File: config.mk
export PLATFORM = sky130hd
export DESIGN_NAME = spi_top
export DESIGN_NICKNAME = d
export VERILOG_FILES = /design/src/spi_reg_pkg.sv /design/src/spi_xfer_pkg.sv /design/src/spi_fifo.sv /design/src/spi_apb_regs.sv /design/src/spi_sequencer.sv /design/src/spi_master_engine.sv /design/src/spi_top.sv
export VERILOG_INCLUDE_DIRS = /design/src
export SDC_FILE = /design/constraint.sdc
export NUM_CORES = 1
export LEC_CHECK = 0
export BUFFER_PORTS_ARGS = -buffer_cell sky130_fd_sc_hd__buf_2
export CORE_MARGIN = 1.5
export CORE_UTILIZATION = 60
export CTS_CLUSTER_DIAMETER = 100
export DETAILED_ROUTE_END_ITERATION = 12
export PLACE_DENSITY = 0.84
export RECOVER_POWER = 100
export SLEW_MARGIN = 40
export SYNTH_ARGS = -nofsm -noshare
export SYNTH_HDL_FRONTEND = slang
export SYNTH_SLANG_ARGS = --single-unit
export TNS_END_PERCENT = 10
File: constraint.sdc
create_clock -name pclk -period 3.6 [get_ports pclk]
set_input_delay 0.18 -clock pclk [delete_from_list [all_inputs] [get_ports pclk]]
set_output_delay 0.18 -clock pclk [all_outputs]
set_load 0.01 [all_outputs]
File: src/spi_consts.svh
// sizes, apb offsets and reset values shared by the spi master and its testbench
// frames are fixed at SPI_FRAME_BITS, fifo depth is 2**SPI_FIFO_AW entries
// offsets are byte addresses, sized to SPI_APB_AW bits
`ifndef SPI_CONSTS_SVH
`define SPI_CONSTS_SVH

//==========================================================================
// frame and fifo geometry
//==========================================================================
`define SPI_FRAME_BITS 8
// 3 address bits, depth 8, levels need one bit more
`define SPI_FIFO_AW 3

//==========================================================================
// apb register map
//==========================================================================
`define SPI_APB_AW 5
`define SPI_ADDR_CTRL 5'h00
`define SPI_ADDR_TIMING 5'h04
`define SPI_ADDR_STATUS 5'h08
`define SPI_ADDR_TXDATA 5'h0c
// highest legal offset, anything above errors
`define SPI_ADDR_RXDATA 5'h10

// frame_gap 2 in byte 1, clk_div 1 in byte 0
`define SPI_TIMING_RESET 32'h0000_0201

`endif

File: src/spi_reg_pkg.sv
// register layouts of the apb side of the spi master
// reserved fields read as zero and ignore writes
// status bit positions are fixed from bit 0 upwards
`default_nettype none

`include "spi_consts.svh"

package spi_reg_pkg;

	// ctrl, bits 0 to 6
	typedef struct packed {
		logic [24:0] rsvd;
		logic        soft_reset;
		logic [1:0]  slave_sel;
		logic        lsb_first;
		logic        cpha;
		logic        cpol;
		logic        enable;
	} ctrl_t;

	// timing, half period is clk_div+1 pclk cycles
	typedef struct packed {
		logic [15:0] rsvd;
		logic [7:0]  frame_gap;
		logic [7:0]  clk_div;
	} timing_t;

	// one pwdata word, seen as ctrl or as timing depending on paddr
	typedef union packed {
		ctrl_t   ctrl;
		timing_t timing;
	} wdata_u;

	// status, read only
	typedef struct packed {
		logic [31-2*(`SPI_FIFO_AW+1)-7:0] rsvd;
		logic                   rx_overflow;
		logic                   tx_overflow;
		logic                   busy;
		logic                   rx_empty;
		logic                   rx_full;
		logic                   tx_empty;
		logic                   tx_full;
		logic [`SPI_FIFO_AW:0]  rx_level;
		logic [`SPI_FIFO_AW:0]  tx_level;
	} status_t;

endpackage

`default_nettype wire

File: src/spi_xfer_pkg.sv
// transfer side types, shared by fifos, sequencer and shift engine
`default_nettype none

`include "spi_consts.svh"

package spi_xfer_pkg;

	// one spi frame, msb is the first bit on the wire
	typedef logic [`SPI_FRAME_BITS-1:0] frame_t;

	// frame scheduler
	typedef enum logic [1:0] {
		seq_idle,
		seq_start,
		seq_wait_done,
		seq_gap
	} seq_state_t;

	// shift engine
	typedef enum logic {
		eng_idle,
		eng_shift
	} eng_state_t;

endpackage

`default_nettype wire

File: src/spi_fifo.sv
// synchronous show-ahead fifo of spi frames, depth 2**AW
// push when full and pop when empty are dropped, callers must avoid them
// clear empties the fifo in one cycle and wins over push and pop
`timescale 1ns/100ps
`default_nettype none

`include "spi_consts.svh"

module spi_fifo #(
	parameter int AW = `SPI_FIFO_AW
) (
	input  wire logic                 pclk,
	input  wire logic                 preset_n,
	input  wire logic                 clear,
	input  wire logic                 push,
	input  wire spi_xfer_pkg::frame_t wdata,
	input  wire logic                 pop,
	output spi_xfer_pkg::frame_t      rdata,
	output logic [AW:0]               level,
	output logic                      full,
	output logic                      empty
);

	// pointers carry one wrap bit above the ram address
	logic [AW:0] wr_ptr;
	logic [AW:0] rd_ptr;
	logic wr_en;
	logic rd_en;
	spi_xfer_pkg::frame_t mem [2**AW];

	assign wr_en = push && !full;
	assign rd_en = pop && !empty;

	always_ff @(posedge pclk or negedge preset_n)
	begin
		if (!preset_n)
		begin
			wr_ptr <= '0;
			rd_ptr <= '0;
		end
		else if (clear)
		begin
			wr_ptr <= '0;
			rd_ptr <= '0;
		end
		else
		begin
			if (wr_en)
				wr_ptr <= wr_ptr + 1'b1;
			if (rd_en)
				rd_ptr <= rd_ptr + 1'b1;
		end
	end

	always_ff @(posedge pclk)
	begin
		if (wr_en)
			mem[wr_ptr[AW-1:0]] <= wdata;
	end

	// head entry visible without a pop
	assign rdata = mem[rd_ptr[AW-1:0]];

	// same address, wrap bits differ when full
	assign empty = (wr_ptr == rd_ptr);
	assign full  = (wr_ptr[AW] != rd_ptr[AW]) && (wr_ptr[AW-1:0] == rd_ptr[AW-1:0]);
	assign level = wr_ptr - rd_ptr;

	// producers gate their own strobes with the flags
	a_no_push_full: assert property (@(posedge pclk) disable iff (!preset_n)
		push && !clear |-> !full)
		else $error("spi_fifo push while full");
	a_no_pop_empty: assert property (@(posedge pclk) disable iff (!preset_n)
		pop && !clear |-> !empty)
		else $error("spi_fifo pop while empty");

endmodule

`default_nettype wire

File: src/spi_apb_regs.sv
// apb slave of the spi master, pready is tied high so there are no wait states
// prdata and pslverr are captured in setup and held through the access phase
// writes, tx pushes and rx pops take effect at the end of the access phase
`timescale 1ns/100ps
`default_nettype none

`include "spi_consts.svh"

module spi_apb_regs (
	input  wire logic                    pclk,
	input  wire logic                    preset_n,
	input  wire logic                    psel,
	input  wire logic                    penable,
	input  wire logic                    pwrite,
	input  wire logic [`SPI_APB_AW-1:0]  paddr,
	input  wire logic [31:0]             pwdata,
	output logic [31:0]                  prdata,
	output logic                         pready,
	output logic                         pslverr,
	output spi_reg_pkg::ctrl_t           ctrl,
	output spi_reg_pkg::timing_t         timing,
	input  wire logic                    busy,
	output logic                         tx_push,
	output spi_xfer_pkg::frame_t         tx_wdata,
	input  wire logic [`SPI_FIFO_AW:0]   tx_level,
	input  wire logic                    tx_full,
	input  wire logic                    tx_empty,
	output logic                         rx_pop,
	input  wire spi_xfer_pkg::frame_t    rx_rdata,
	input  wire logic [`SPI_FIFO_AW:0]   rx_level,
	input  wire logic                    rx_full,
	input  wire logic                    rx_empty,
	output logic                         fifo_clear
);

	spi_reg_pkg::wdata_u  wv;
	spi_reg_pkg::ctrl_t   ctrl_wr;
	spi_reg_pkg::timing_t timing_wr;
	spi_reg_pkg::status_t status;
	logic setup;
	logic access;
	logic bad;
	logic wr_ok;
	// legal rxdata read in flight, and whether a byte was there at setup
	logic rx_rd_q;
	logic rx_hit_q;
	logic tx_overflow;
	logic rx_overflow;
	logic [31:0] rd_mux;

	//==========================================================================
	// decode
	//==========================================================================
	assign setup  = psel && !penable;
	assign access = psel && penable;

	// unaligned, past rxdata, read-only written, write-only read
	assign bad = (paddr[1:0] != 2'b00) || (paddr > `SPI_ADDR_RXDATA)
		|| (pwrite && (paddr == `SPI_ADDR_STATUS || paddr == `SPI_ADDR_RXDATA))
		|| (!pwrite && paddr == `SPI_ADDR_TXDATA);

	// pslverr holds this access's error during the access phase
	assign wr_ok  = access && pwrite && !pslverr;
	assign pready = 1'b1;

	// both views of one write word, reserved bits dropped
	assign wv = pwdata;
	always_comb
	begin
		ctrl_wr = wv.ctrl;
		ctrl_wr.rsvd = '0;
		timing_wr = wv.timing;
		timing_wr.rsvd = '0;
	end

	//==========================================================================
	// control, timing and sticky overflow
	//==========================================================================
	always_ff @(posedge pclk or negedge preset_n)
	begin
		if (!preset_n)
		begin
			ctrl <= '0;
			timing <= `SPI_TIMING_RESET;
			tx_overflow <= 1'b0;
			rx_overflow <= 1'b0;
		end
		else
		begin
			if (wr_ok && paddr == `SPI_ADDR_CTRL)
				ctrl <= ctrl_wr;
			if (wr_ok && paddr == `SPI_ADDR_TIMING)
				timing <= timing_wr;
			// cleared while soft reset is held
			if (ctrl.soft_reset)
			begin
				tx_overflow <= 1'b0;
				rx_overflow <= 1'b0;
			end
			else
			begin
				if (wr_ok && paddr == `SPI_ADDR_TXDATA && tx_full)
					tx_overflow <= 1'b1;
				if (access && rx_rd_q && !rx_hit_q)
					rx_overflow <= 1'b1;
			end
		end
	end

	assign fifo_clear = ctrl.soft_reset;

	// a full tx fifo drops the byte
	assign tx_push  = wr_ok && paddr == `SPI_ADDR_TXDATA && !tx_full;
	assign tx_wdata = pwdata[`SPI_FRAME_BITS-1:0];
	assign rx_pop   = access && rx_rd_q && rx_hit_q;

	//==========================================================================
	// read back
	//==========================================================================
	always_comb
	begin
		status = '0;
		status.tx_level = tx_level;
		status.rx_level = rx_level;
		status.tx_full = tx_full;
		status.tx_empty = tx_empty;
		status.rx_full = rx_full;
		status.rx_empty = rx_empty;
		status.busy = busy;
		status.tx_overflow = tx_overflow;
		status.rx_overflow = rx_overflow;
	end

	always_comb
	begin
		case (paddr)
			`SPI_ADDR_CTRL:   rd_mux = ctrl;
			`SPI_ADDR_TIMING: rd_mux = timing;
			`SPI_ADDR_STATUS: rd_mux = status;
			// empty rx fifo reads as zero
			`SPI_ADDR_RXDATA: rd_mux = rx_empty ? '0 : 32'(rx_rdata);
			default:          rd_mux = '0;
		endcase
	end

	always_ff @(posedge pclk or negedge preset_n)
	begin
		if (!preset_n)
		begin
			prdata <= '0;
			pslverr <= 1'b0;
			rx_rd_q <= 1'b0;
			rx_hit_q <= 1'b0;
		end
		else
		begin
			pslverr <= setup && bad;
			rx_rd_q <= setup && !pwrite && !bad && paddr == `SPI_ADDR_RXDATA;
			if (setup)
			begin
				rx_hit_q <= !rx_empty;
				if (!pwrite)
					prdata <= rd_mux;
			end
		end
	end

endmodule

`default_nettype wire

File: src/spi_sequencer.sv
// frame scheduler between the tx fifo, the shift engine and the rx fifo
// a frame starts only with room in the rx fifo, so rx never overflows
// soft reset returns to idle while a frame already in the engine still runs out
`timescale 1ns/100ps
`default_nettype none

module spi_sequencer (
	input  wire logic                 pclk,
	input  wire logic                 preset_n,
	input  wire logic                 enable,
	input  wire logic                 soft_reset,
	input  wire logic [7:0]           frame_gap,
	input  wire logic                 tx_empty,
	input  wire spi_xfer_pkg::frame_t tx_rdata,
	output logic                      tx_pop,
	input  wire logic                 rx_full,
	output logic                      rx_push,
	output spi_xfer_pkg::frame_t      rx_wdata,
	output logic                      frame_start,
	output spi_xfer_pkg::frame_t      frame_data,
	input  wire logic                 frame_done,
	input  wire spi_xfer_pkg::frame_t rx_frame
);

	spi_xfer_pkg::seq_state_t state;
	spi_xfer_pkg::seq_state_t state_nxt;
	logic [7:0] gap_cnt;
	// engine still owns a frame even across a soft reset
	logic in_flight;
	logic can_start;

	assign can_start = enable && !soft_reset && !tx_empty && !rx_full && !in_flight;

	always_comb
	begin
		state_nxt = state;
		case (state)
			spi_xfer_pkg::seq_idle:
				if (can_start)
					state_nxt = spi_xfer_pkg::seq_start;
			spi_xfer_pkg::seq_start:
				state_nxt = spi_xfer_pkg::seq_wait_done;
			spi_xfer_pkg::seq_wait_done:
				if (frame_done)
					state_nxt = spi_xfer_pkg::seq_gap;
			spi_xfer_pkg::seq_gap:
				// back to back when the next byte is ready
				if (gap_cnt == 8'd0)
					state_nxt = can_start ? spi_xfer_pkg::seq_start : spi_xfer_pkg::seq_idle;
			default:
				state_nxt = spi_xfer_pkg::seq_idle;
		endcase
		if (soft_reset)
			state_nxt = spi_xfer_pkg::seq_idle;
	end

	always_ff @(posedge pclk or negedge preset_n)
	begin
		if (!preset_n)
		begin
			state <= spi_xfer_pkg::seq_idle;
			gap_cnt <= '0;
			in_flight <= 1'b0;
		end
		else
		begin
			state <= state_nxt;
			if (state == spi_xfer_pkg::seq_wait_done && frame_done)
				gap_cnt <= frame_gap;
			else if (state == spi_xfer_pkg::seq_gap && gap_cnt != 8'd0)
				gap_cnt <= gap_cnt - 8'd1;
			if (frame_start)
				in_flight <= 1'b1;
			else if (frame_done)
				in_flight <= 1'b0;
		end
	end

	// show-ahead head is the frame and is popped in the same cycle
	assign frame_start = (state == spi_xfer_pkg::seq_start) && !soft_reset;
	assign tx_pop      = frame_start;
	assign frame_data  = tx_rdata;

	// received byte goes straight into the rx fifo on done
	assign rx_push  = (state == spi_xfer_pkg::seq_wait_done) && frame_done;
	assign rx_wdata = rx_frame;

	// every done answers a frame started here, also after a soft reset cut the fsm short
	a_one_frame: assert property (@(posedge pclk) disable iff (!preset_n)
		frame_done |-> in_flight)
		else $error("spi_sequencer frame_done with no frame in flight");

endmodule

`default_nettype wire

File: src/spi_master_engine.sv
// spi shift engine, sclk is a registered output of pclk logic, not a clock
// half period is clk_div+1 pclk cycles, a frame is 2*SPI_FRAME_BITS half periods
// mode, bit order and slave select are used live, change them only between frames
`timescale 1ns/100ps
`default_nettype none

`include "spi_consts.svh"

module spi_master_engine (
	input  wire logic                 pclk,
	input  wire logic                 preset_n,
	input  wire logic                 cpol,
	input  wire logic                 cpha,
	input  wire logic                 lsb_first,
	input  wire logic [1:0]           slave_sel,
	input  wire logic [7:0]           clk_div,
	input  wire logic                 frame_start,
	input  wire spi_xfer_pkg::frame_t frame_data,
	output logic                      frame_done,
	output spi_xfer_pkg::frame_t      rx_frame,
	output logic                      busy,
	output logic                      sclk,
	output logic                      mosi,
	input  wire logic                 miso,
	output logic [3:0]                ss_n
);

	localparam int W = `SPI_FRAME_BITS;
	localparam int EDGES = 2 * W;

	spi_xfer_pkg::eng_state_t state;
	logic [7:0] div_cnt;
	logic [$clog2(EDGES)-1:0] edge_cnt;
	spi_xfer_pkg::frame_t tx_sr;
	spi_xfer_pkg::frame_t rx_sr;
	spi_xfer_pkg::frame_t load_val;
	logic start_ok;
	logic half_tick;
	logic last_edge;
	logic lead_edge;
	logic sample_now;
	logic drive_now;

	function automatic spi_xfer_pkg::frame_t bit_rev(input spi_xfer_pkg::frame_t d);
		spi_xfer_pkg::frame_t r;
		for (int i = 0; i < W; i++)
		begin
			r[i] = d[W-1-i];
		end
		return r;
	endfunction

	// lsb first is msb first on a reversed frame
	assign load_val = lsb_first ? bit_rev(frame_data) : frame_data;
	assign start_ok = frame_start && (state == spi_xfer_pkg::eng_idle);

	//==========================================================================
	// divider and sclk
	//==========================================================================
	assign half_tick = (state == spi_xfer_pkg::eng_shift) && (div_cnt == clk_div);
	assign last_edge = (edge_cnt == EDGES - 1);
	// even edges lead, odd edges trail
	assign lead_edge = !edge_cnt[0];
	// cpha 0 samples on lead, cpha 1 on trail, mosi moves on the other one
	assign sample_now = half_tick && (lead_edge != cpha);
	assign drive_now  = half_tick && (lead_edge == cpha);

	always_ff @(posedge pclk or negedge preset_n)
	begin
		if (!preset_n)
		begin
			state <= spi_xfer_pkg::eng_idle;
			div_cnt <= '0;
			edge_cnt <= '0;
			// cpol resets to 0
			sclk <= 1'b0;
			frame_done <= 1'b0;
		end
		else
		begin
			frame_done <= half_tick && last_edge;
			case (state)
				spi_xfer_pkg::eng_idle:
				begin
					sclk <= cpol;
					if (frame_start)
					begin
						state <= spi_xfer_pkg::eng_shift;
						div_cnt <= '0;
						edge_cnt <= '0;
					end
				end
				default:
				begin
					if (half_tick)
					begin
						div_cnt <= '0;
						sclk <= !sclk;
						edge_cnt <= edge_cnt + 1'b1;
						// 16th toggle leaves sclk back at cpol
						if (last_edge)
							state <= spi_xfer_pkg::eng_idle;
					end
					else
						div_cnt <= div_cnt + 8'd1;
				end
			endcase
		end
	end

	//==========================================================================
	// shift and sample
	//==========================================================================
	// cpha 0 puts bit 0 of the wire on mosi at load, so the register starts one ahead
	always_ff @(posedge pclk)
	begin
		if (start_ok)
			tx_sr <= cpha ? load_val : {load_val[W-2:0], 1'b0};
		else if (drive_now)
			tx_sr <= {tx_sr[W-2:0], 1'b0};
		if (sample_now)
			rx_sr <= {rx_sr[W-2:0], miso};
	end

	always_ff @(posedge pclk or negedge preset_n)
	begin
		if (!preset_n)
			mosi <= 1'b0;
		else if (start_ok)
			mosi <= load_val[W-1];
		else if (drive_now)
			mosi <= tx_sr[W-1];
	end

	// last sample lands with the done flop, so rx_sr is complete on done
	assign rx_frame = lsb_first ? bit_rev(rx_sr) : rx_sr;

	// busy covers the done cycle, select stays low through it
	assign busy = (state == spi_xfer_pkg::eng_shift) || frame_done;
	assign ss_n = busy ? ~(4'b0001 << slave_sel) : 4'b1111;

	// the sequencer must wait for done before the next frame
	a_no_start_busy: assert property (@(posedge pclk) disable iff (!preset_n)
		frame_start |-> !busy)
		else $error("spi_master_engine frame_start while busy");

endmodule

`default_nettype wire

File: src/spi_top.sv
// apb spi master, four clock modes, four active low slave selects
// single clock and reset, preset_n goes straight to every flop
`timescale 1ns/100ps
`default_nettype none

`include "spi_consts.svh"

module spi_top (
	input  wire logic                   pclk,
	input  wire logic                   preset_n,
	input  wire logic                   psel,
	input  wire logic                   penable,
	input  wire logic                   pwrite,
	input  wire logic [`SPI_APB_AW-1:0] paddr,
	input  wire logic [31:0]            pwdata,
	output logic [31:0]                 prdata,
	output logic                        pready,
	output logic                        pslverr,
	output logic                        sclk,
	output logic                        mosi,
	input  wire logic                   miso,
	output logic [3:0]                  ss_n
);

	spi_reg_pkg::ctrl_t   ctrl;
	spi_reg_pkg::timing_t timing;
	logic busy;
	logic fifo_clear;
	// tx path
	logic tx_push;
	logic tx_pop;
	logic tx_full;
	logic tx_empty;
	logic [`SPI_FIFO_AW:0] tx_level;
	spi_xfer_pkg::frame_t tx_wdata;
	spi_xfer_pkg::frame_t tx_rdata;
	// rx path
	logic rx_push;
	logic rx_pop;
	logic rx_full;
	logic rx_empty;
	logic [`SPI_FIFO_AW:0] rx_level;
	spi_xfer_pkg::frame_t rx_wdata;
	spi_xfer_pkg::frame_t rx_rdata;
	// sequencer to engine
	logic frame_start;
	logic frame_done;
	spi_xfer_pkg::frame_t frame_data;
	spi_xfer_pkg::frame_t rx_frame;

	spi_apb_regs regs (
		.pclk(pclk), .preset_n(preset_n),
		.psel(psel), .penable(penable), .pwrite(pwrite), .paddr(paddr), .pwdata(pwdata),
		.prdata(prdata), .pready(pready), .pslverr(pslverr),
		.ctrl(ctrl), .timing(timing), .busy(busy),
		.tx_push(tx_push), .tx_wdata(tx_wdata), .tx_level(tx_level),
		.tx_full(tx_full), .tx_empty(tx_empty),
		.rx_pop(rx_pop), .rx_rdata(rx_rdata), .rx_level(rx_level),
		.rx_full(rx_full), .rx_empty(rx_empty), .fifo_clear(fifo_clear)
	);

	spi_fifo tx_fifo (
		.pclk(pclk), .preset_n(preset_n), .clear(fifo_clear),
		.push(tx_push), .wdata(tx_wdata), .pop(tx_pop), .rdata(tx_rdata),
		.level(tx_level), .full(tx_full), .empty(tx_empty)
	);

	spi_fifo rx_fifo (
		.pclk(pclk), .preset_n(preset_n), .clear(fifo_clear),
		.push(rx_push), .wdata(rx_wdata), .pop(rx_pop), .rdata(rx_rdata),
		.level(rx_level), .full(rx_full), .empty(rx_empty)
	);

	spi_sequencer seq (
		.pclk(pclk), .preset_n(preset_n),
		.enable(ctrl.enable), .soft_reset(ctrl.soft_reset), .frame_gap(timing.frame_gap),
		.tx_empty(tx_empty), .tx_rdata(tx_rdata), .tx_pop(tx_pop),
		.rx_full(rx_full), .rx_push(rx_push), .rx_wdata(rx_wdata),
		.frame_start(frame_start), .frame_data(frame_data),
		.frame_done(frame_done), .rx_frame(rx_frame)
	);

	spi_master_engine engine (
		.pclk(pclk), .preset_n(preset_n),
		.cpol(ctrl.cpol), .cpha(ctrl.cpha), .lsb_first(ctrl.lsb_first),
		.slave_sel(ctrl.slave_sel), .clk_div(timing.clk_div),
		.frame_start(frame_start), .frame_data(frame_data),
		.frame_done(frame_done), .rx_frame(rx_frame), .busy(busy),
		.sclk(sclk), .mosi(mosi), .miso(miso), .ss_n(ss_n)
	);

endmodule

`default_nettype wire

==> flow_results.org <==
** Synthesis
- After synthesis the netlist holds a flip-flop and latch count of 231.
- Post-synthesis async set-or-reset flop share :: 0.377
- Post-synthesis cell area :: 10400 µm²
- Count of synthesis-stage warnings from yosys :: 0
- Seq/Total Area, Yosys :: 0.628
- Distinct cell type count after synthesis :: 55
- A synthesized cell averages 13.9 µm².
- The synthesized design contains 144 enable-type register cells.
- Mapped Cells :: 747
- For this run, the leading register cell type out of synthesis is edfxtp_1.

** STA
- Setup repair after global routing missed its margin :: no
- Setup clock skew after layout :: 0.0181 ns
- The worst path needs 3.04 ns of the cycle, external delays included.
- The final-report max-slew violation count came to 88.
- Based on the critical path, the design can be clocked at up to 329 MHz.
- After routing, the total negative slack on setup checks comes to 0 ns.
- Transition at the pin with the smallest max-transition slack :: 2.12 ns
- Setup violations remaining at the end of the flow were counted as 0.
- In the finished design, the share of the clock period the worst path needs comes to 0.845.
- The number of hold violations in the final report is 0.
- Measured against its own limit, the worst slew margin works out to -0.416.

** Worst setup path
- Data arrival time at the worst-slack endpoint :: 3.19 ns
- R2R setup slack :: 0.56 ns
- Top fanout value on the critical path :: 19
- Required time at the endpoint of the critical path :: 3.75 ns
- STA classifies the critical path startpoint as a flop.
- Tracing the worst setup path back leads to its startpoint at tx_fifo.rd_ptr[2].
- Crit Reg-Reg Endpoint :: tx_fifo.mem[1][3]
- Worst flop-to-flop path startpoint :: tx_fifo.rd_ptr[2]
- FF-to-FF path depth :: 8
- Crit Path Class :: reg -> reg
- STA classifies the critical path endpoint as a flop.

** Route
- The routed layout has 6557 vias.
- The count of nets left with antenna violations once routing finished came out at 0.
- Dividing the detail-routed wire length by the instance count gives 20.3 µm.
- First-pass iteration count of the detailed router :: 5
- Routed WL :: 21800 µm
- After detailed routing, the number of remaining DRC violations is 0.
- Iteration-0 DRC count of the detailed router :: 498
- Per-cell via count in the routed design :: 6.11

** Power and ir drop
- Of the total power, the share spent switching nets is 0.284.
- The internal power of the cells totals 5190 µW.
- Leakage power summed over all cells :: 0.00447 µW
- The share of total power dissipated in sequential elements is 0.453.
- VDD sags by at most 0.451 mV.
- Power per standard cell area :: 616 nW/µm²
- Summed over all nets, the switching power comes to 2060 µW.
- The share of total power dissipated in combinational logic is 0.208.
- The share of total power dissipated in the clock network is 0.339.

** Global route
- Vias in the first global route :: 6772
- Pin count of the biggest net entering global routing :: 88
- In the global route stage, overall resource usage came out at 0.252.
- The first global-routing pass estimated 35200 µm of wire.
- The initial antenna violation count came to 0.
- Global routing finished with a remaining overflow of 0.

** Clocking
- Clock buffer count from CTS :: 24
- The clock passes through at most 3 buffers.
- CTS root buffer :: clkbuf_16
- Clock H-tree levels :: 1
- In this run the post-CTS setup repair buffer count came out at 0.
- CTS clock-pin slew for the worst setup and hold paths :: 0.06 ns
- Worst-Skew Late Latency :: 0.52 ns
- The number of gates resized after CTS was 0.
- CTS saw 231 sinks.
- TritonCTS built the clock tree.
- After clock tree synthesis, the flow added hold-fix buffers numbering 18.

** Worst hold path
- The worst hold path was traced through 5 stages.
- The worst hold path begins at psel.
- Type of the worst min-delay path :: in -> reg
- Hold-critical path endpoint :: regs.rx_overflow

** Final layout
- Summing all flip-flop and latch instances after layout gives 6500 µm².
- Fraction of final layout cells with drive strength greater than 1 :: 0.150
- Fill cells in the final layout number 1090.
- After the flow finishes, the layout carries non-filler instances totaling 1074.
- Leaving out fill and tap cells, the most frequent cell in the layout is edfxtp_1.
- The number of antenna diodes in the final layout is 0.
- Area delta synth->final :: 13.5%
- Net total in the final layout :: 899
- Area of combinational cells with multiple inputs :: 3610 µm²
- Commonest cells after routing, fill and taps aside :: edfxtp_1, dfrtp_1, nor2_1

** Flow run
- Max-cap violations in this run came to 1.

** Floorplanning
- Initial Utilization :: 0.620
- Rows :: 47
- After floorplanning, the core was sized to cover 16700 µm².
- 83 I/O pins were placed.
- Die Span X :: 134 µm
- The die is 134 µm tall.
- Total die area :: 18100 µm²

** Placed design
- Routability cong. :: 0.878
- Number of placed cells counting well taps :: 1012
- Number of port buffers :: 49
- Post-DP HPWL :: 14500 µm

** Outcome
- Violations in the final reports :: max-capacitance violations, max-slew violations
- The run finished, with violations left.
[cell families after synthesis]
| logic type | count (synthesis) | synth area share |
|---|---|---|
| AOI/OAI and AO/OA | 112 | 0.0716 |
| xor gates and xnor gates | 33 | 0.0279 |
| adders and majority gates | 20 | 0.0256 |
| buffers and inverters | 62 | 0.0292 |
| DFF | 231 | 0.628 |
| muxes | 85 | 0.126 |
| other | 2 | 0.000725 |
| and+or+nand+nor | 202 | 0.0915 |
[layout make-up]
cell class,count,area share
tap,220,0.0234
clock buffer,33,0.0575
inverter,18,0.00575
clock inverter,11,0.0100
multi-input combinational,469,0.307
timing repair buffer,92,0.0434
sequential,231,0.553
[sequential cells by signal, indices dropped and copies added (netlist names), 6 cells and up]
signal and cells:
engine.div_cnt 8, engine.rx_sr 8, engine.tx_sr 8, regs.ctrl 6, regs.prdata 16, regs.timing 16
rx_fifo.mem 64, seq.gap_cnt 8, tx_fifo.mem 64
[metal layers]
layer,global-route usage,share of wire,up-vias
li1,-,-,2938
met1,0.328,0.39,3286
met2,0.423,0.51,267
met3,0.0401,0.061,66
met4,0.109,0.040,0
met5,0,0,-
[worst max-delay path: stages, from the launching register on]
cell       delay [ns]
dfrtp_1          0.33
buf_4            0.28
inv_1            0.08
ha_1             0.36
and3_1           0.25
a2111oi_4        0.51
nand2_1          0.23
nor3_1           0.18
clkbuf_1         0.46
[power groups by stage]
stage | clock (µW) | combinational, µW | sequential (µW)
final | 2460 | 1510 | 3280
after detailed placement | 0 | 1490 | 3320
after global routing | 2600 | 1670 | 3310
after CTS | 2490 | 1530 | 3280
after floorplan | 0 | 1150 | 3240
after global placement | 0 | 1400 | 3300
[Yosys cell counts (16+ instances only)]
library cell  count  area [µm²]
a21oi_1          30         150
buf_4            17         128
clkbuf_1         20        75.1
dfrtp_1          85        2130
edfxtp_1        144        4320
ha_1             18         225
inv_1            16        60.1
mux2_2           40         450
mux4_2           32         721
nand2_1          50         188
nor2_1           72         270
o21ai_0          24         120
xor2_1           23         201
[how the worst max path moves through the flow]
| stage | to | slack (ns) |
|---|---|---|
| after floorplan | tx_fifo.mem[1][0] | 0.36 |
| after global placement | tx_fifo.mem[0][3] | 0.99 |
| after detailed placement | tx_fifo.mem[1][3] | 0.89 |
| after CTS | tx_fifo.mem[1][3] | 0.88 |
| after global routing | rx_fifo.mem[1][5] | 0.37 |
| final | tx_fifo.mem[1][3] | 0.56 |
[metrics by stage]
step | setup slack [ns] | hold WS [ns] | utilization | instance area, µm² | total power, µW
global route | 0.373 | 0.0785 | 0.704 | 11800 | 7580
finish | 0.557 | 0.0533 | 0.704 | 11800 | 7250
CTS | 0.877 | 0.0127 | 0.712 | 11900 | 7290
floorplan | 0.358 | -0.116 | - | 10400 | 4380
detailed placement | 0.888 | 0.284 | 0.653 | 10900 | 4820
global placement | 0.989 | 0.361 | 0.653 | 10900 | 4700
Note: power is estimated with default switching activity, not from simulation.
